[src/tests/rom.hex]
// one 64-bit word per line, word 0 at RESET_PC; upper 32 bits hold the instruction at word address + 4
0020011300100093
0040021300300193
0060031300500293
0080041300700393
00a0051300900493
00c0061300b00593
00e0071300d00693
0100081300f00793
0120091301100893
01400a1301300993
01600b1301500a93
01800c1301700b93
01a00d1301900c93
01c00e1301b00d93
01e00f1301d00e93
0200009301f00f93

[src/verilog/fetch_pkg.sv]
// widths, reset address and rom image path shared by the fetch stage; rom path is relative to the run directory
`default_nettype none

package fetch_pkg;

  // ==========================================================================
  // widths
  // ==========================================================================
  localparam int XLEN = 64;
  localparam int ILEN = 32;

  typedef logic [XLEN-1:0] addr_t;
  typedef logic [XLEN-1:0] dword_t;
  typedef logic [ILEN-1:0] inst_t;
  typedef logic [1:0]      resp_t;

  // ==========================================================================
  // memory map and image
  // ==========================================================================
  localparam addr_t RESET_PC = 64'h0000_0000_8000_0000;

  // 16 dwords of 8 bytes, 128 bytes from RESET_PC
  localparam int ROM_WORDS = 16;
  localparam int ROM_AW    = 4;

  localparam string ROM_FILE = "/design/src/tests/rom.hex";

  // read response codes, same values as the AXI bus
  localparam resp_t RESP_OKAY   = 2'd0;
  localparam resp_t RESP_SLVERR = 2'd2;

  // fetch request fsm
  typedef enum logic [0:0] {
    IDLE      = 1'b0,
    WAIT_DATA = 1'b1
  } fetch_state_t;

endpackage

`default_nettype wire

[src/verilog/fetch_top.sv]
// fetch stage top; rom uses the default two wait states, one instruction per four cycles when not stalled
`timescale 1ns/1ns
`default_nettype none

module fetch_top
  import fetch_pkg::*;
(
  input  wire logic  clk,
  input  wire logic  rst_n,
  input  wire logic  redirect_i,
  input  wire addr_t redirect_pc_i,
  input  wire logic  stall_i,
  output logic       id_valid_o,
  output addr_t      id_pc_o,
  output inst_t      id_inst_o,
  output logic       fetch_err_o
);

  // read address channel
  logic  arvalid;
  logic  arready;
  addr_t araddr;

  // read data channel
  logic   rvalid;
  logic   rready;
  dword_t rdata;
  resp_t  rresp;

  // fetch to if/id
  logic  fire;
  addr_t fire_pc;
  inst_t fire_inst;

  fetch_unit u_fetch_unit (
    .clk           (clk),
    .rst_n         (rst_n),
    .redirect_i    (redirect_i),
    .redirect_pc_i (redirect_pc_i),
    .stall_i       (stall_i),
    .arready_i     (arready),
    .rvalid_i      (rvalid),
    .rdata_i       (rdata),
    .rresp_i       (rresp),
    .arvalid_o     (arvalid),
    .rready_o      (rready),
    .araddr_o      (araddr),
    .fire_o        (fire),
    .fire_pc_o     (fire_pc),
    .fire_inst_o   (fire_inst),
    .fetch_err_o   (fetch_err_o)
  );

  inst_rom_axi #(
    .RD_LATENCY (2)
  ) u_inst_rom_axi (
    .clk       (clk),
    .rst_n     (rst_n),
    .arvalid_i (arvalid),
    .araddr_i  (araddr),
    .rready_i  (rready),
    .stall_i   (stall_i),
    .arready_o (arready),
    .rvalid_o  (rvalid),
    .rdata_o   (rdata),
    .rresp_o   (rresp)
  );

  // redirect flushes the stage in the same edge
  if_id_reg u_if_id_reg (
    .clk     (clk),
    .rst_n   (rst_n),
    .fire_i  (fire),
    .pc_i    (fire_pc),
    .inst_i  (fire_inst),
    .stall_i (stall_i),
    .flush_i (redirect_i),
    .valid_o (id_valid_o),
    .pc_o    (id_pc_o),
    .inst_o  (id_inst_o)
  );

endmodule

`default_nettype wire

[src/verilog/fetch_unit.sv]
// one read outstanding at a time; rst_n is active high and sync; araddr follows the pc register
`timescale 1ns/1ns
`default_nettype none

module fetch_unit
  import fetch_pkg::*;
(
  input  wire logic  clk,
  input  wire logic  rst_n,
  input  wire logic  redirect_i,
  input  wire addr_t redirect_pc_i,
  input  wire logic  stall_i,
  input  wire logic  arready_i,
  input  wire logic  rvalid_i,
  input  wire dword_t rdata_i,
  input  wire resp_t rresp_i,
  output logic       arvalid_o,
  output logic       rready_o,
  output addr_t      araddr_o,
  output logic       fire_o,
  output addr_t      fire_pc_o,
  output inst_t      fire_inst_o,
  output logic       fetch_err_o
);

  fetch_state_t state_q;
  fetch_state_t state_d;

  addr_t pc_q;
  logic  kill_q;
  logic  err_q;

  logic  ar_hs;
  logic  consume;

  // ==========================================================================
  // channel handshakes
  // ==========================================================================
  assign arvalid_o = (state_q == IDLE);
  assign rready_o  = (state_q == WAIT_DATA);
  assign araddr_o  = pc_q;

  assign ar_hs = arvalid_o && arready_i;

  // stall keeps rready up but leaves the beat with the slave
  assign consume = rvalid_i && rready_o && !stall_i;

  always_comb begin
    state_d = state_q;
    case (state_q)
      IDLE: begin
        if (ar_hs) begin
          state_d = WAIT_DATA;
        end
      end
      WAIT_DATA: begin
        if (consume) begin
          state_d = IDLE;
        end
      end
      default: begin
        state_d = IDLE;
      end
    endcase
  end

  always_ff @(posedge clk) begin
    if (rst_n) begin
      state_q <= IDLE;
    end else begin
      state_q <= state_d;
    end
  end

  // ==========================================================================
  // pc and kill flag
  // ==========================================================================
  // redirect wins over the +4 step
  always_ff @(posedge clk) begin
    if (rst_n) begin
      pc_q <= RESET_PC;
    end else if (redirect_i) begin
      pc_q <= redirect_pc_i;
    end else if (consume && !kill_q) begin
      pc_q <= pc_q + addr_t'(4);
    end
  end

  // a read already issued with the old pc must not reach decode
  always_ff @(posedge clk) begin
    if (rst_n) begin
      kill_q <= 1'b0;
    end else if (redirect_i && !consume && (rready_o || ar_hs)) begin
      kill_q <= 1'b1;
    end else if (consume) begin
      kill_q <= 1'b0;
    end
  end

  // sticky until reset
  always_ff @(posedge clk) begin
    if (rst_n) begin
      err_q <= 1'b0;
    end else if (consume && (rresp_i != RESP_OKAY)) begin
      err_q <= 1'b1;
    end
  end

  // ==========================================================================
  // fetch output
  // ==========================================================================
  // same-cycle redirect also drops the beat
  assign fire_o      = consume && !kill_q && !redirect_i;
  assign fire_pc_o   = pc_q;
  assign fire_inst_o = pc_q[2] ? rdata_i[63:32] : rdata_i[31:0];
  assign fetch_err_o = err_q;

endmodule

`default_nettype wire

[src/verilog/if_id_reg.sv]
// flush beats capture, stall beats everything else; pc and inst hold no reset value, only valid does
`timescale 1ns/1ns
`default_nettype none

module if_id_reg
  import fetch_pkg::*;
(
  input  wire logic  clk,
  input  wire logic  rst_n,
  input  wire logic  fire_i,
  input  wire addr_t pc_i,
  input  wire inst_t inst_i,
  input  wire logic  stall_i,
  input  wire logic  flush_i,
  output logic       valid_o,
  output addr_t      pc_o,
  output inst_t      inst_o
);

  logic  valid_q;
  addr_t pc_q;
  inst_t inst_q;

  always_ff @(posedge clk) begin
    if (rst_n) begin
      valid_q <= 1'b0;
    end else if (flush_i) begin
      valid_q <= 1'b0;
    end else if (!stall_i) begin
      // a bubble when no fetch completed
      valid_q <= fire_i;
    end
  end

  always_ff @(posedge clk) begin
    if (fire_i && !stall_i && !flush_i) begin
      pc_q   <= pc_i;
      inst_q <= inst_i;
    end
  end

  assign valid_o = valid_q;
  assign pc_o    = pc_q;
  assign inst_o  = inst_q;

endmodule

`default_nettype wire

[src/verilog/inst_rom_axi.sv]
// read-only, single beat, one read at a time; RD_LATENCY must be at least 1; image loaded from ROM_FILE
`timescale 1ns/1ns
`default_nettype none

module inst_rom_axi
  import fetch_pkg::*;
#(
  parameter int RD_LATENCY = 2
) (
  input  wire logic  clk,
  input  wire logic  rst_n,
  input  wire logic  arvalid_i,
  input  wire addr_t araddr_i,
  input  wire logic  rready_i,
  input  wire logic  stall_i,
  output logic       arready_o,
  output logic       rvalid_o,
  output dword_t     rdata_o,
  output resp_t      rresp_o
);

  localparam int CNT_W = $clog2(RD_LATENCY + 1);

  dword_t mem [ROM_WORDS];

  logic             busy_q;
  logic             rvalid_q;
  logic [CNT_W-1:0] cnt_q;
  dword_t           rdata_q;
  resp_t            rresp_q;

  addr_t             offset;
  logic              in_range;
  logic [ROM_AW-1:0] word_idx;
  logic              ar_hs;
  logic              r_hs;

  initial begin
    $readmemh(ROM_FILE, mem);
  end

  // ==========================================================================
  // address decode
  // ==========================================================================
  // below RESET_PC wraps to a huge offset and falls out too
  assign offset   = araddr_i - RESET_PC;
  assign in_range = (offset[XLEN-1:ROM_AW+3] == '0);
  assign word_idx = araddr_i[ROM_AW+2:3];

  assign arready_o = !busy_q;
  assign ar_hs     = arvalid_i && arready_o;

  // beat is held while the fetch side is stalled
  assign r_hs = rvalid_q && rready_i && !stall_i;

  // ==========================================================================
  // wait states and response hold
  // ==========================================================================
  always_ff @(posedge clk) begin
    if (rst_n) begin
      busy_q   <= 1'b0;
      rvalid_q <= 1'b0;
      cnt_q    <= '0;
    end else if (ar_hs) begin
      busy_q <= 1'b1;
      cnt_q  <= CNT_W'(RD_LATENCY);
    end else if (r_hs) begin
      busy_q   <= 1'b0;
      rvalid_q <= 1'b0;
    end else if (cnt_q != '0) begin
      cnt_q <= cnt_q - CNT_W'(1);
      // last wait state
      if (cnt_q == CNT_W'(1)) begin
        rvalid_q <= 1'b1;
      end
    end
  end

  // data and response latched at address acceptance
  always_ff @(posedge clk) begin
    if (ar_hs) begin
      if (in_range) begin
        rdata_q <= mem[word_idx];
        rresp_q <= RESP_OKAY;
      end else begin
        rdata_q <= '0;
        rresp_q <= RESP_SLVERR;
      end
    end
  end

  assign rvalid_o = rvalid_q;
  assign rdata_o  = rdata_q;
  assign rresp_o  = rresp_q;

endmodule

`default_nettype wire
[config.mk]
export PLATFORM = sky130hd
export DESIGN_NAME = fetch_top
export DESIGN_NICKNAME = d
export VERILOG_FILES = /design/src/verilog/fetch_pkg.sv /design/src/verilog/fetch_top.sv /design/src/verilog/fetch_unit.sv /design/src/verilog/if_id_reg.sv /design/src/verilog/inst_rom_axi.sv
export SDC_FILE = /design/constraint.sdc
export NUM_CORES = 1
export LEC_CHECK = 0
export BUFFER_PORTS_ARGS = -buffer_cell sky130_fd_sc_hd__buf_2
export CAP_MARGIN = 30
export CORE_ASPECT_RATIO = 2
export CORE_MARGIN = 1.5
export CORE_UTILIZATION = 35
export DETAILED_ROUTE_END_ITERATION = 7
export SLEW_MARGIN = 15
export SYNTH_ARGS = -nofsm -noshare
export SYNTH_HDL_FRONTEND = slang
export SYNTH_HIERARCHICAL = 1
export SYNTH_SLANG_ARGS = --single-unit
[constraint.sdc]
create_clock -name clk -period 6.5 [get_ports clk]
set_clock_uncertainty 0.1 [all_clocks]
set_input_delay 0.975 -clock clk [delete_from_list [all_inputs] [get_ports clk]]
set_output_delay 0.975 -clock clk [all_outputs]
set_load 0.05 [all_outputs]
# Word-level counts from Yosys, hierarchy flattened
# Cells that the tools add are included.
word_totals:
  output_inout_bits: 98
  reg_bits: 234
op_classes:
  bitwise: 3
  n_mux: 16
  n_eq_ne: 2
  n_reduce_logical: 30
  n_addsub: 3
op_table:
  columns: ["operator", "count"]
  rows:
  - ["$mux 64", 2]
  - ["$add 64x3->64 const B", 1]
  - ["$sub 64x32->64 const B", 1]
  - ["$logic_not 57->1", 1]
  - ["$mux 32", 1]
  - ["$reduce_bool 2->1", 8]
  - ["$logic_and 1x1->1", 10]
  - ["$mux 1", 8]
  - ["$mux 2", 4]
  - ["$logic_not 1->1", 5]
  - ["$reduce_and 2->1", 2]
  - ["$reduce_or 2->1", 2]
  - ["$not 1->1", 3]
  - ["$reduce_and 3->1", 1]
  - ["$eq 2x1->1 const B", 1]
  - ["$ne 2x1->1 const B", 1]
  - ["$pmux 1 s2", 1]
  - ["$sub 2x1->2 const B", 1]
  - ["$logic_or 1x1->1", 1]

# Longest topological paths before layout
depth:
  word_depth: 6
  depth_mapped: 7
  depth_no_buf: 6

# Hierarchy
# The synthesis kept the hierarchy.
modules_own_cells:
  columns: ["mod", "seq_area_each_um2", "instances", "area_per_inst_um2", "cells_each"]
  rows:
  - ["fetch_unit", 1341.3, 1, 4752.1, 585]
  - ["if_id_reg", 2902.8, 1, 2936.6, 101]
  - ["inst_rom_axi", 110.1, 1, 865.8, 115]

# Least setup slack after synthesis
# Ideal clock, no wire load.
synth_timing:
  path_kind: "input to register"
  from: "in redirect_i"
  to: "reg u_if_id_reg.inst_q[0] (netlist: u_if_id_reg/inst_o[0]), enable pin"
  arrival_ns: 5.815
  n_path_buf: 3
  cell_stages: 6
  setup_slack_ns: 0.033
  setup_time_ns: 0.552
  cell_sequence: "clkbuf_1 > buf_6 > clkbuf_1 > nor2_1 > nand2b_4 > nor2_1"
synth_via:
  elab_chain_len: 4
synth_rtl:
  columns: ["element", "line_no", "rtl"]
  rows:
  - ["start, declared", "fetch_top.sv:10", "input wire logic redirect_i,"]
  - ["$logic_not 1->1", "fetch_unit.sv:113", "assign fire_o = consume && !kill_q && !redirect_i;"]
  - ["$logic_and 1x1->1", "fetch_unit.sv:113", null]
  - ["net fire", "fetch_top.sv:31", "logic fire;"]
  - ["$logic_and 1x1->1 (2 in series)", "if_id_reg.sv:36", "if (fire_i && !stall_i && !flush_i) begin"]
  - ["end signal, assigned", "if_id_reg.sv:38", "inst_q <= inst_i;"]
  - ["end, declared", "if_id_reg.sv:22", "inst_t inst_q;"]
# The timed path passes the listed nets, and every way through them passes these cells.
# A chain may end at the register's enable or synchronous reset.

# Worst setup path in the final report
layout_timing:
  from: "in stall_i"
  to: "reg u_fetch_unit.pc_q[47] (netlist: u_fetch_unit/araddr_o[47])"
layout_via:
  elab_chain_len: 4
layout_rtl:
  columns: ["element", "line_no", "rtl"]
  rows:
  - ["start, declared", "fetch_top.sv:12", "input wire logic stall_i,"]
  - ["$logic_not 1->1", "fetch_unit.sv:46", "assign consume = rvalid_i && rready_o && !stall_i;"]
  - ["$logic_and 1x1->1", "fetch_unit.sv:46", null]
  - ["$logic_and 1x1->1", "fetch_unit.sv:84", "end else if (consume && !kill_q) begin"]
  - ["$reduce_bool 2->1 (no source line)", null, null]
  - ["end signal, assigned", "fetch_unit.sv:83", "pc_q <= redirect_pc_i;"]
  - ["end signal, assigned", "fetch_unit.sv:85", "pc_q <= pc_q + addr_t'(4);"]
  - ["end, declared", "fetch_unit.sv:29", "addr_t pc_q;"]
# No other way between the ends.

==> impl_summary.txt <==
----------------------------------------------------
[Placement]
  Placed cell count ... 1162
  Area post-placement ... 8960 um^2
  Total half-perimeter wirelength after legalization and detailed placement ... 17100 um
  Port Buffers ... 165
  Weighted congestion at the end of routability-driven global placement ... 0.921

[Status]
  Result of the run ... completed

[Clocking]
  Post-cts gate resize count ... 0
  Quantity of hold-fixing buffers added after cts ... 0
  Max H-tree Level ... 4
  Root Buffer ... sky130_fd_sc_hd__clkbuf_16
  Clock buffer count from CTS ... 17
  Setup bufs post-CTS ... 0
  Max Buffers Root-to-Sink ... 2
  CTS tree ... yes
  Clock latency at the later pin of the worst-skew pair ... 0.44 ns
  Sink count of the clock tree ... 169
  Clock transition at the registers of the reported paths ... 0.06 ns

[Yosys]
  Top_reg_cell synth ... sky130_fd_sc_hd__edfxtp_1
  Mean cell area of the mapped netlist ... 10.7 um^2
  Synth unique cells ... 63
  Synthesized instance count ... 801
  Synthesized cell area ... 8550 um^2
  Share of the synthesized area in the top cell type ... 34.1%
  Synth warnings ... 6
  Proportion of synthesized chip area in sequential cells ... 50.9%
  Number of synthesized flops with an enable pin ... 97
  Share of synthesized registers carrying an async set or reset ... 0%
  Number of storage elements in the synthesis netlist ... 169
  Synth area leader ... sky130_fd_sc_hd__edfxtp_1
  Ranking of synthesized cells by area ... sky130_fd_sc_hd__edfxtp_1, sky130_fd_sc_hd__dfxtp_1, sky130_fd_sc_hd__buf_4

[Floorplanning]
  Count of pins on the block boundary ... 166
  Initial Util ... 35.8%
  Number of cell rows ... 80
  Die height ... 224 um
  Core outline area ... 23900 um^2
  Die width ... 114 um
  Die outline area ... 25400 um^2

[Hold path]
  Type of the worst min-delay path ... flip-flop to flip-flop

[Worst setup path]
  Classification of the worst setup path ... input pin to flip-flop
  Critical Path AT ... 3.92 ns
  CP Launch Point ... stall_i
  Startpoint of the worst register-to-register path ... u_fetch_unit/rready_o$_SDFF_PP0_
  Reg2Reg Capture Point ... u_fetch_unit/araddr_o[47]$_SDFFE_PP0P_
  FF-to-FF path depth ... 5
  Destination of the critical timing path ... u_fetch_unit/araddr_o[47]$_SDFFE_PP0P_
  Worst Path Max Fanout ... 16
  Worst endpoint required time ... 6.74 ns
  Internal reg-to-reg setup slack ... 3.11 ns
  Sort of element at the end of the critical path ... flip-flop
  Critical path launch point type ... input pin

[Finish]
  Number of standard cells in the layout, taps in and fillers out ... 1194
  Fill cells ... 2358
  Final Util ... 39.8%
  Net count reported at finish ... 963
  Area grow syn2layout ... 11.2%
  Final cell area excluding filler cells ... 9520 um^2
  Final antenna diode count ... 0
  Share of cells above drive strength 1 ... 28.2%

[Timing]
  Final Hold Fails ... 0
  Final worst-path cycle share ... 56.7%
  Slew margin rel. ... 42.5%
  Number of setup violations in the final report ... 0
  Clock period minus final worst setup slack ... 3.69 ns
  Max Transition Viols Final ... 0
  Final-layout setup total negative slack ... 0 ns
  Worst Max-Slew Pin Slew ... 0.862 ns
  RSZ-0062 raised after global routing ... false
  Achievable Freq ... 0.271 GHz

[Global route]
  Pin count of the biggest net entering global routing ... 77
  Vias in the first global route ... 6132
  Number of antenna violations at the first check in global routing ... 0
  GRT overflow ... 0
  Global router's overall resource usage ... 18.3%
  Wire length of the first global-routing pass ... 34400 um

[Routing]
  Routed length per placed instance ... 19.4 um
  DR DRC count ... 0
  1st-pass router iterations ... 5
  Total vias in the final route ... 6245
  Post-detailed-routing wire length ... 23200 um
  First-iteration detailed-routing DRC count ... 459
  DRT antenna net count ... 0
  Via density per instance ... 5.23

[Power]
  Leak Pwr ... 3.44 nW
  Power per cell area ... 247 nW/um^2
  Worst VDD drop ... 135 uV

[Run]
  Max-capacitance violation count ... 0

----------------------------------------------------
cells in the final DEF, fill, tap and decap left out, types with 4 or more instances in the layout:
cell                        instances
sky130_fd_sc_hd__a211oi_1          21
sky130_fd_sc_hd__nand4_1           32
sky130_fd_sc_hd__nor2b_1            4
sky130_fd_sc_hd__buf_4              8
sky130_fd_sc_hd__conb_1            65
sky130_fd_sc_hd__nor4_1            22
sky130_fd_sc_hd__xor2_1            12
sky130_fd_sc_hd__or4_1             13
sky130_fd_sc_hd__a311oi_1          27
sky130_fd_sc_hd__dfxtp_1           71
sky130_fd_sc_hd__a21oi_1           12
sky130_fd_sc_hd__and3_1            12
sky130_fd_sc_hd__and4_1             8
sky130_fd_sc_hd__inv_1             11
sky130_fd_sc_hd__clkbuf_16         17
sky130_fd_sc_hd__mux2_2            32
sky130_fd_sc_hd__or3_1             22
sky130_fd_sc_hd__nor4b_1            4
sky130_fd_sc_hd__buf_2            165
sky130_fd_sc_hd__nor2_1            73
sky130_fd_sc_hd__xnor2_1           14
sky130_fd_sc_hd__a2111oi_0          5
sky130_fd_sc_hd__nand3_1           16
sky130_fd_sc_hd__edfxtp_1          97
sky130_fd_sc_hd__o21ai_0           21
sky130_fd_sc_hd__nor3_1            10
sky130_fd_sc_hd__o31ai_1            7
sky130_fd_sc_hd__nand2_1           39
through the flow:
stage / setup WS (ns) / hold slack (ns) / power (mW)
3_5_place_dp: 2.44 / 0.328 / 1.40
5_1_grt: 2.76 / 0.354 / 2.43
6_report: 2.81 / 0.343 / 2.35
2_1_floorplan: 0.0326 / 0.356 / 1.39
4_1_cts: 2.90 / 0.348 / 2.37
3_3_place_gp: 2.35 / 0.322 / 1.40
power breakdown:
group | total (mW) | leakage, nW | internal [mW] | switching (mW)
clock network | 0.970 | 0.269 | 0.540 | 0.430
registers | 1.22 | 1.48 | 1.16 | 0.0621
logic | 0.153 | 1.70 | 0.0718 | 0.0817
total | 2.35 | 3.44 | 1.77 | 0.573
worst min path at each step:
stage,startpoint,end,slack [ns],cells after the start
detailed placement,u_fetch_unit/araddr_o[0]$_SDFFE_PP0P_,u_if_id_reg/pc_o[0]$_DFFE_PP_,0.33,0
floorplan,u_inst_rom_axi/cnt_q[1]$_SDFFE_PP0P_,u_inst_rom_axi/cnt_q[1]$_SDFFE_PP0P_,0.36,2
finish,u_fetch_unit/araddr_o[1]$_SDFFE_PP0P_,u_if_id_reg/pc_o[1]$_DFFE_PP_,0.34,0
global placement,u_fetch_unit/araddr_o[1]$_SDFFE_PP0P_,u_if_id_reg/pc_o[1]$_DFFE_PP_,0.32,0
global route,u_fetch_unit/araddr_o[1]$_SDFFE_PP0P_,u_if_id_reg/pc_o[1]$_DFFE_PP_,0.35,0
CTS,u_fetch_unit/fetch_err_o$_SDFFE_PP0P_,u_fetch_unit/fetch_err_o$_SDFFE_PP0P_,0.35,2
cell families after synthesis:
family                   Yosys count  synth area share (%)
XOR/XNOR                          26                  2.66
other                              1                0.0438
flip-flops                       169                  50.9
buffers and inverters            177                  13.8
AND/OR/NAND/NOR                  282                  18.3
adder cells (fa/ha/maj)            1                 0.146
multiplexers                      35                  4.56
AO/OA/AOI/OAI                    110                  9.54
area by class of cell:
type                       instances  area (um^2)  area share, %
tap                              287          359           3.77
timing repair buffer             175          926           9.73
clock buffer                      19          443           4.65
sequential                       169         4360           45.8
multi-input combinational        519         3270           34.4
inverter                          12         45.0          0.473
clock inverter                    13          118           1.24
flip-flops by register name, summed over array words and instances (netlist names):
name,cells
u_inst_rom_axi/cnt_q,2
u_fetch_unit/araddr_o,64
u_if_id_reg/pc_o,64
u_fetch_unit/kill_q,1
u_inst_rom_axi/busy_q,1
u_fetch_unit/fetch_err_o,1
u_fetch_unit/rready_o,1
u_inst_rom_axi/rvalid_o,1
u_if_id_reg/valid_o,1
u_inst_rom_axi/rresp_o,1
u_if_id_reg/inst_o,32
critical path, cell delays in order:
cell and delay, ns:
sky130_fd_sc_hd__buf_2 0.14, sky130_fd_sc_hd__nand4bb_1 0.65, sky130_fd_sc_hd__or2_2 0.58, sky130_fd_sc_hd__or4_1 0.71
sky130_fd_sc_hd__or4_1 0.59, sky130_fd_sc_hd__a311oi_1 0.27
synth_stat cells, types with 2 or more instances:
library cell                instances
sky130_fd_sc_hd__o211ai_1           2
sky130_fd_sc_hd__o21ai_0           21
sky130_fd_sc_hd__or3_2              2
sky130_fd_sc_hd__nand4_2            2
sky130_fd_sc_hd__a2111oi_1          3
sky130_fd_sc_hd__buf_6              3
sky130_fd_sc_hd__nor3_1            10
sky130_fd_sc_hd__and4_1             8
sky130_fd_sc_hd__a2111oi_0          5
sky130_fd_sc_hd__a21oi_1           12
sky130_fd_sc_hd__nand3_1           16
sky130_fd_sc_hd__buf_4            129
sky130_fd_sc_hd__nor4_1            22
sky130_fd_sc_hd__a211oi_1          21
sky130_fd_sc_hd__or4_1             13
sky130_fd_sc_hd__clkbuf_1          21
sky130_fd_sc_hd__xnor2_1           14
sky130_fd_sc_hd__buf_2              5
sky130_fd_sc_hd__mux2_2            32
sky130_fd_sc_hd__edfxtp_1          97
sky130_fd_sc_hd__xor2_1            12
sky130_fd_sc_hd__nand2_1           39
sky130_fd_sc_hd__or3_1             22
sky130_fd_sc_hd__and3_1            12
sky130_fd_sc_hd__nor4b_1            4
sky130_fd_sc_hd__nand4_1           32
sky130_fd_sc_hd__nand3b_1           2
sky130_fd_sc_hd__and2_1             3
sky130_fd_sc_hd__inv_1             12
sky130_fd_sc_hd__dfxtp_1           72
sky130_fd_sc_hd__nor2_1            74
sky130_fd_sc_hd__nor2b_1            4
sky130_fd_sc_hd__o21a_1             2
sky130_fd_sc_hd__nor4bb_1           2
sky130_fd_sc_hd__nor3b_1            2
sky130_fd_sc_hd__buf_1              6
sky130_fd_sc_hd__or2_2              3
sky130_fd_sc_hd__a311oi_1          27
sky130_fd_sc_hd__o31ai_1            7
sky130_fd_sc_hd__mux2i_1            3
metal layers:
metal,track usage (%),part of all wire [%],vias to the layer above
met4,11.7,5.2,0
met3,3.35,4.0,67
met2,34.2,55,230
met5,0,0,-
met1,18.1,36,2954
li1,-,-,2994
Note: power is estimated with default switching activity, not from simulation.
